## src/source/mips_params.svh

```systemverilog
`ifndef MIPS_PARAMS_SVH
`define MIPS_PARAMS_SVH

////////////////////////////////////////
// Register file addressing
////////////////////////////////////////

// GPR and CP0 register number width
`define REG_W 5

////////////////////////////////////////
// Multiply/divide unit
////////////////////////////////////////

// Busy cycles after a start
`define MULT_CYCLES 5
`define DIV_CYCLES 10

// CP0 exception PC
`define EPC_REG 14

`endif
```

## src/source/hazardPkg.sv

```systemverilog
package hazardPkg;

`include "mips_params.svh"

    ////////////////////////////////////////
    // Consumer side, decode stage
    ////////////////////////////////////////

    // num is zero when the operand is not read
    typedef struct packed {
        logic [`REG_W-1:0] num;
        logic [1:0]        tUse;
    } useT;

    ////////////////////////////////////////
    // Producer side, execute and memory
    ////////////////////////////////////////

    // dst is zero for non-writers, so no separate write enable
    typedef struct packed {
        logic [`REG_W-1:0] dst;
        logic [1:0]        tNew;
    } newT;

endpackage

```

## src/source/mipsIsaPkg.sv

```systemverilog
package mipsIsaPkg;

`include "mips_params.svh"

    // Primary opcode field
    typedef enum logic [5:0] {
        opSpecial = 6'b000000,
        opCop0    = 6'b010000,
        opOri     = 6'b001101,
        opAddi    = 6'b001000,
        opAndi    = 6'b001100,
        opLui     = 6'b001111,
        opLw      = 6'b100011,
        opLb      = 6'b100000,
        opLh      = 6'b100001,
        opSw      = 6'b101011,
        opSb      = 6'b101000,
        opSh      = 6'b101001,
        opBeq     = 6'b000100,
        opBne     = 6'b000101,
        opJ       = 6'b000010,
        opJal     = 6'b000011
    } opcodeT;

    // Function field of SPECIAL
    typedef enum logic [5:0] {
        fnAdd   = 6'b100000,
        fnSub   = 6'b100010,
        fnAnd   = 6'b100100,
        fnOr    = 6'b100101,
        fnSlt   = 6'b101010,
        fnSltu  = 6'b101011,
        fnMult  = 6'b011000,
        fnMultu = 6'b011001,
        fnDiv   = 6'b011010,
        fnDivu  = 6'b011011,
        fnMfhi  = 6'b010000,
        fnMflo  = 6'b010010,
        fnMthi  = 6'b010001,
        fnMtlo  = 6'b010011,
        fnJr    = 6'b001000
    } functT;

    // COP0 format, carried in the rs slot
    typedef enum logic [4:0] {
        cop0Mf = 5'b00000,
        cop0Mt = 5'b00100,
        cop0Co = 5'b10000
    } cop0FmtT;

    // eret under cop0Co
    localparam logic [5:0] eretFunct = 6'b011000;

    typedef struct packed {
        opcodeT            op;
        logic [`REG_W-1:0] rs;
        logic [`REG_W-1:0] rt;
        logic [`REG_W-1:0] rd;
        logic [4:0]        shamt;
        functT             funct;
    } instrT;

    // Anything that starts the MDU
    function automatic logic isMulDiv(instrT instr);
        return (instr.op == opSpecial) &&
               (instr.funct inside {fnMult, fnMultu, fnDiv, fnDivu});
    endfunction

endpackage

```

## src/source/hazardTop.sv

```systemverilog
`timescale 1ns/1ps

module hazardTop
    import mipsIsaPkg::*;
(
    input  logic  clk,
    input  logic  arstN,
    input  instrT instrD,
    output logic  pcWrite,
    output logic  mduBusy,
    output instrT instrE,
    output instrT instrM
);

    logic stall;
    logic mduClr;
    logic mduStart;

    hazardUnit uHazardUnit (
        .clk      (clk),
        .arstN    (arstN),
        .instrD   (instrD),
        .instrE   (instrE),
        .instrM   (instrM),
        .mduBusy  (mduBusy),
        .mduStart (mduStart),
        .stall    (stall),
        .mduClr   (mduClr)
    );

    mduTimer uMduTimer (
        .clk      (clk),
        .arstN    (arstN),
        .instrE   (instrE),
        .mduStart (mduStart),
        .mduBusy  (mduBusy)
    );

    assign pcWrite = ~stall;

    ////////////////////////////////////////
    // D/E and E/M instruction registers
    ////////////////////////////////////////

    always_ff @(posedge clk or negedge arstN) begin
        if (!arstN) begin
            instrE <= '0;
            instrM <= '0;
        end else begin
            // Bubble on stall, drop a colliding mult/div
            if (stall || mduClr) begin
                instrE <= '0;
            end else begin
                instrE <= instrD;
            end
            instrM <= instrE;
        end
    end

endmodule

```

## src/source/mduTimer.sv

```systemverilog
`timescale 1ns/1ps
`include "mips_params.svh"

module mduTimer
    import mipsIsaPkg::*;
(
    input  logic  clk,
    input  logic  arstN,
    input  instrT instrE,
    output logic  mduStart,
    output logic  mduBusy
);

    typedef enum logic [1:0] {
        IDLE,
        MULTIPLYING,
        DIVIDING
    } mduStateT;

    localparam int cntW = $clog2(`DIV_CYCLES + 1);

    mduStateT        state;
    logic [cntW-1:0] count;

    // Start is the mult/div sitting in execute
    assign mduStart = isMulDiv(instrE);
    assign mduBusy  = (state != IDLE);

    always_ff @(posedge clk or negedge arstN) begin
        if (!arstN) begin
            state <= IDLE;
            count <= '0;
        end else if (mduStart) begin
            if (instrE.funct inside {fnMult, fnMultu}) begin
                state <= MULTIPLYING;
                count <= cntW'(`MULT_CYCLES);
            end else begin
                state <= DIVIDING;
                count <= cntW'(`DIV_CYCLES);
            end
        end else if (state != IDLE) begin
            // Last busy cycle when count is one
            if (count == cntW'(1)) begin
                state <= IDLE;
            end
            count <= count - 1'b1;
        end
    end

endmodule

```

## src/source/hazardUnit.sv

```systemverilog
`timescale 1ns/1ps
`include "mips_params.svh"

module hazardUnit
    import mipsIsaPkg::*, hazardPkg::*;
(
    input  logic  clk,
    input  logic  arstN,
    input  instrT instrD,
    input  instrT instrE,
    input  instrT instrM,
    input  logic  mduBusy,
    input  logic  mduStart,
    output logic  stall,
    output logic  mduClr
);

    useT  rsUseD;
    useT  rtUseD;
    newT  prodE;
    newT  prodM;
    logic tuseStall;
    logic hiLoStall;
    logic eretStall;
    logic mduActive;

    // Register zero is never a true dependency
    function automatic logic waitsOn(useT src, newT prod);
        return (src.num != '0) && (src.num == prod.dst) && (src.tUse < prod.tNew);
    endfunction

    function automatic logic isHiLoAccess(instrT instr);
        return (instr.op == opSpecial) &&
               (instr.funct inside {fnMfhi, fnMflo, fnMthi, fnMtlo});
    endfunction

    function automatic logic isEret(instrT instr);
        return (instr.op == opCop0) && (instr.rs == cop0Co) && (instr.funct == eretFunct);
    endfunction

    function automatic logic isMtc0Epc(instrT instr);
        return (instr.op == opCop0) && (instr.rs == cop0Mt) &&
               (instr.rd == `REG_W'(`EPC_REG));
    endfunction

    useDecoder uUseDecoder (
        .instr (instrD),
        .rsUse (rsUseD),
        .rtUse (rtUseD)
    );

    producerDecoder uProducerDecoder (
        .instr (instrE),
        .prod  (prodE)
    );

    ////////////////////////////////////////
    // Producer ageing into memory stage
    ////////////////////////////////////////

    always_ff @(posedge clk or negedge arstN) begin
        if (!arstN) begin
            prodM <= '0;
        end else begin
            prodM.dst  <= prodE.dst;
            prodM.tNew <= (prodE.tNew == 2'd0) ? 2'd0 : prodE.tNew - 2'd1;
        end
    end

    ////////////////////////////////////////
    // Stall and MDU clear
    ////////////////////////////////////////

    assign tuseStall = waitsOn(rsUseD, prodE) | waitsOn(rsUseD, prodM) |
                       waitsOn(rtUseD, prodE) | waitsOn(rtUseD, prodM);

    assign mduActive = mduBusy | mduStart;
    assign hiLoStall = mduActive & isHiLoAccess(instrD);

    // EPC must be written before eret reads it
    assign eretStall = isEret(instrD) & (isMtc0Epc(instrE) | isMtc0Epc(instrM));

    assign stall  = tuseStall | hiLoStall | eretStall;
    assign mduClr = mduActive & isMulDiv(instrD) & ~stall;

endmodule

```

## src/source/producerDecoder.sv

```systemverilog
`timescale 1ns/1ps
`include "mips_params.svh"

module producerDecoder
    import mipsIsaPkg::*, hazardPkg::*;
(
    input  instrT instr,
    output newT   prod
);

    // Tnew as seen from the execute stage
    always_comb begin
        prod = '0;
        case (instr.op)
            opSpecial: begin
                case (instr.funct)
                    fnAdd, fnSub, fnAnd, fnOr, fnSlt, fnSltu,
                    fnMfhi, fnMflo: begin
                        prod = '{dst: instr.rd, tNew: 2'd1};
                    end
                    // jr, mult/div, mthi/mtlo write no GPR
                    default: begin
                        prod = '0;
                    end
                endcase
            end

            opOri, opAddi, opAndi, opLui: begin
                prod = '{dst: instr.rt, tNew: 2'd1};
            end

            // Data arrives after the memory stage
            opLw, opLb, opLh: begin
                prod = '{dst: instr.rt, tNew: 2'd2};
            end

            // Link address is known already in E
            opJal: begin
                prod = '{dst: `REG_W'(31), tNew: 2'd0};
            end

            // Stores, branches, j and COP0
            default: begin
                prod = '0;
            end
        endcase
    end

endmodule

```

## src/source/useDecoder.sv

```systemverilog
`timescale 1ns/1ps

module useDecoder
    import mipsIsaPkg::*, hazardPkg::*;
(
    input  instrT instr,
    output useT   rsUse,
    output useT   rtUse
);

    always_comb begin
        rsUse = '0;
        rtUse = '0;
        case (instr.op)
            opSpecial: begin
                case (instr.funct)
                    fnAdd, fnSub, fnAnd, fnOr, fnSlt, fnSltu,
                    fnMult, fnMultu, fnDiv, fnDivu: begin
                        rsUse = '{num: instr.rs, tUse: 2'd1};
                        rtUse = '{num: instr.rt, tUse: 2'd1};
                    end
                    fnMthi, fnMtlo: begin
                        rsUse = '{num: instr.rs, tUse: 2'd1};
                    end
                    // Jump target resolved in decode
                    fnJr: begin
                        rsUse = '{num: instr.rs, tUse: 2'd0};
                    end
                    // mfhi and mflo read no GPR
                    default: begin
                        rsUse = '0;
                    end
                endcase
            end

            // Immediate ALU and loads
            opOri, opAddi, opAndi, opLw, opLb, opLh: begin
                rsUse = '{num: instr.rs, tUse: 2'd1};
            end

            // Store data is needed one stage later than the address
            opSw, opSb, opSh: begin
                rsUse = '{num: instr.rs, tUse: 2'd1};
                rtUse = '{num: instr.rt, tUse: 2'd2};
            end

            // Compare in decode
            opBeq, opBne: begin
                rsUse = '{num: instr.rs, tUse: 2'd0};
                rtUse = '{num: instr.rt, tUse: 2'd0};
            end

            opCop0: begin
                if (instr.rs == cop0Mt) begin
                    rtUse = '{num: instr.rt, tUse: 2'd2};
                end
            end

            // lui, j, jal
            default: begin
                rsUse = '0;
            end
        endcase
    end

endmodule

```

## config.mk

```make
export PLATFORM = sky130hd
export DESIGN_NAME = hazardTop
export DESIGN_NICKNAME = d
export VERILOG_FILES = /design/src/source/hazardPkg.sv /design/src/source/mipsIsaPkg.sv /design/src/source/hazardTop.sv /design/src/source/mduTimer.sv /design/src/source/hazardUnit.sv /design/src/source/producerDecoder.sv /design/src/source/useDecoder.sv
export VERILOG_INCLUDE_DIRS = /design/src /design/src/source
export SDC_FILE = /design/constraint.sdc
export NUM_CORES = 1
export LEC_CHECK = 0
export ABC_CLOCK_PERIOD_IN_PS = 2900
export CAP_MARGIN = 10
export CORE_UTILIZATION = 25
export CTS_CLUSTER_DIAMETER = 40
export DETAILED_ROUTE_END_ITERATION = 10
export DONT_BUFFER_PORTS = 1
export GPL_TIMING_DRIVEN = 0
export PLACE_DENSITY_LB_ADDON = 0.05
export SYNTH_ARGS = -nofsm -noshare
export SYNTH_HDL_FRONTEND = slang
export SYNTH_SLANG_ARGS = --single-unit
```

## constraint.sdc

```tcl
create_clock -name clk -period 2.9 [get_ports clk]
set_clock_uncertainty 0.15 [all_clocks]
set_input_delay 0.29 -clock clk [delete_from_list [all_inputs] [get_ports clk]]
set_output_delay 0.29 -clock clk [all_outputs]
set_load 0.01 [all_outputs]
```

==> metrics.cfg <==
[logic_synthesis]
synth_xor_area_share_pct = 3.65
synth-simple-area-share_pct = 27.1
synth_top_family_by_area = simple AND/OR/NAND/NOR gates
synth_edf_count = 0
ys_seq_area_share_pct = 50.2
synth_cell_type_count = 62
synth-adder-area-share_pct = 1.30
synth-async-reset-ratio_pct = 100
yosysWarnings = 0
syn_nets = 383
avgSynthCellArea_um2 = 11.1
synthMuxAreaShare_pct = 0.522
syn_area_um2 = 3840
ys_ff_latch = 77
synthFlopType = dfrtp_1
synth_compound_area_share_pct = 12.3
synthCells = 345

[power_and_ir_drop]
irDropWorstVdd_mv = 0.291
leakage_nw = 2.13
cellPowerDensity_nw_per_um2 = 547

[run_status]
status = complete, but fails checks
violations = setup timing

[sta]
rsz0062_at_grt = yes
tightest_slew_ns = 0.631
period_needed_ns = 3.27
max_freq_mhz = 306
setup_viol = 32
hold_violations = 0
fin_ws_ns = -0.370
worst_hold_slack_ns = 0.122
finalCritPeriodShare_pct = 113
report.final.slew_viol_count = 0
slew_headroom_pct = 57.7

[routing]
dr.pass1.iters = 4
vias = 2987
via_per_inst = 5.08
drc_errors = 0
postRouteAntennaNets = 0
drt-initial-drc-count = 104
finalWirelength_um = 12300
routedWlPerCell_um = 20.9

[global_route]
grt_usage_pct = 15.9
grt_pass1_vias = 3067
antenna_found_initial = 0
grt_first_pass_wirelength_um = 18600
grt_overflow = 0
grt_max_degree = 78

[clock_tree]
h-tree-depth = 3
cts_tree = built
ctsLongestPathBuffers = 2
clkTransAtPathRegs_ns = 0.06
clock-sinks = 77
cts_made_buffers = 9
clk_latency_ns = 0.34
cts_root_buf = clkbuf_16

[setup_path]
cp.arrival_ns = 2.83
cp-end-kind = primary output
cp_max_fo = 7
critPathKind = register to primary output
start_kind = register
r2r_slack_ns = -0.21
required_ns = 2.46

[layout]
final_common_cell = dfrtp_1
antenna_cells = 0
nFillCells = 1477
post-route-util_pct = 35.6
area_growth_pct = 36.7
nets = 437
layout_common_cells = dfrtp_1 (71), dlygate4sd3_1 (27), nand3_1 (26)
drive_above_1_share_pct = 28.0

[floorplan]
ioPinCount = 100
core_area_um2 = 14800
die_h_um = 126
die_w_um = 126
start_util_pct = 26.0
rows = 44
die-area_um2 = 15900

[job]
max-cap-violations = 0

[place]
dp_slack_ns = -0.674
gp_congestion = 0.744
dp_hpwl_um = 8610
port_buffers = 0

[hold_path]
hp-class = input pin to register

-- critical path, cell delays in order, from the launching register on --
cell	delay, ns
dfrtp_2	0.48
or3b_4	0.41
o2111ai_4	0.13
a21oi_4	0.16
a221o_1	0.42
xnor2_2	0.17
nor4_1	0.08
and4b_2	0.25
nor4_4	0.38
-- power breakdown --
| group | switching [mW] | leakage, nW | internal [mW] |
|---|---|---|---|
| registers | 0.138 | 0.920 | 1.17 |
| clock network | 0.447 | 0.149 | 0.718 |
| logic | 0.194 | 1.06 | 0.204 |
-- area by class of cell --
class / instances / area [µm²] / area share [%]
Multi-Input combinational cell: 234 / 2050 / 39.0
Sequential cell: 77 / 1930 / 36.9
Timing Repair Buffer: 44 / 507 / 9.65
Clock buffer: 12 / 256 / 4.89
Tap cell: 184 / 230 / 4.39
Buffer: 16 / 156 / 2.98
Inverter: 17 / 63.8 / 1.22
Clock inverter: 4 / 55.1 / 1.05
-- state kept, by name (all words and copies together), names as in the netlist --
name / cells
instrE: 32
instrM: 32
uMduTimer.state: 2
uHazardUnit.prodM: 7
uMduTimer.count: 4
-- path summary, 6_finish.rpt --
path | depth (start not counted) | from | endpoint
worst max-delay path | 8 | instrE[1]$_DFF_PN0_ | pcWrite
worst min-delay path | 3 | instrD[29] | instrE[29]$_DFF_PN0_
worst max register to register | 13 | instrE[1]$_DFF_PN0_ | instrE[8]$_DFF_PN0_
worst min register to register | 0 | instrE[8]$_DFF_PN0_ | instrM[8]$_DFF_PN0_
max in group asynchronous | 2 | arstN | instrE[1]$_DFF_PN0_
min in group asynchronous | 2 | arstN | instrE[26]$_DFF_PN0_
-- cell usage after synthesis (3+ instances only) --
cell type,count,share of area [%]
nor2b_1,6,0.98
nor4bb_1,3,0.78
o21ai_0,6,0.78
nand4_1,6,0.98
clkbuf_1,6,0.59
nor4_1,7,1.1
and4b_1,4,1.0
buf_2,3,0.39
o2bb2ai_1,3,0.68
o22ai_1,4,0.65
or4_1,3,0.59
o21a_1,3,0.59
nand2_1,15,1.5
nor3_2,29,7.6
xnor2_1,13,3.0
a221oi_2,3,1.2
nor2_1,20,2.0
or3_1,3,0.49
inv_1,16,1.6
nand2b_1,3,0.49
nor3_1,7,0.91
xor2_1,3,0.68
a21o_1,3,0.59
ha_1,4,1.3
nand3_1,26,3.4
buf_6,7,2.1
nor4b_1,9,2.1
dfrtp_1,77,50
a211oi_1,3,0.59
a21oi_1,9,1.2
-- routing by layer --
metal | wire length [µm] | up-vias | GRT usage, % | part of all wire [%]
li1 | - | 1382 | - | -
met4 | 192 | 0 | 5.46 | 1.6
met2 | 6060 | 75 | 25.9 | 49
met3 | 529 | 16 | 4.50 | 4.3
met1 | 5490 | 1514 | 20.1 | 45
met5 | 0 | - | 0 | 0
-- per-stage QoR --
stage | instances | total power, mW | setup TNS [ns] | instance area (µm²)
2_1_floorplan | 345 | 1.50 | 0 | 3840
3_3_place_gp | 529 | 1.58 | -15.09 | 4070
3_5_place_dp | 529 | 1.59 | -15.81 | 4070
4_1_cts | 582 | 2.88 | -8.76 | 4950
5_1_grt | 588 | 3.02 | -10.52 | 5250
6_report | 588 | 2.87 | -6.17 | 5250
-- what timing repair did --
action,4_1_cts,5_1_grt
hold buffers,28,0
pin swaps,13,27
buffers inserted,9,6
resized for setup,37,47
cloned,1,2
hold endpoints to repair,103,0
endpoints found under the setup margin,33,33
-- cell families (layout without fill, tap and decap cells) --
kind of cell	Yosys count	in the layout
simple gates	154	154
flops	77	77
compound gates	57	57
buf+inv	34	93
xor+xnor	16	16
fa+ha+maj	4	4
mux	2	2
other cells	1	1
Note: power is estimated with default switching activity, not from simulation.
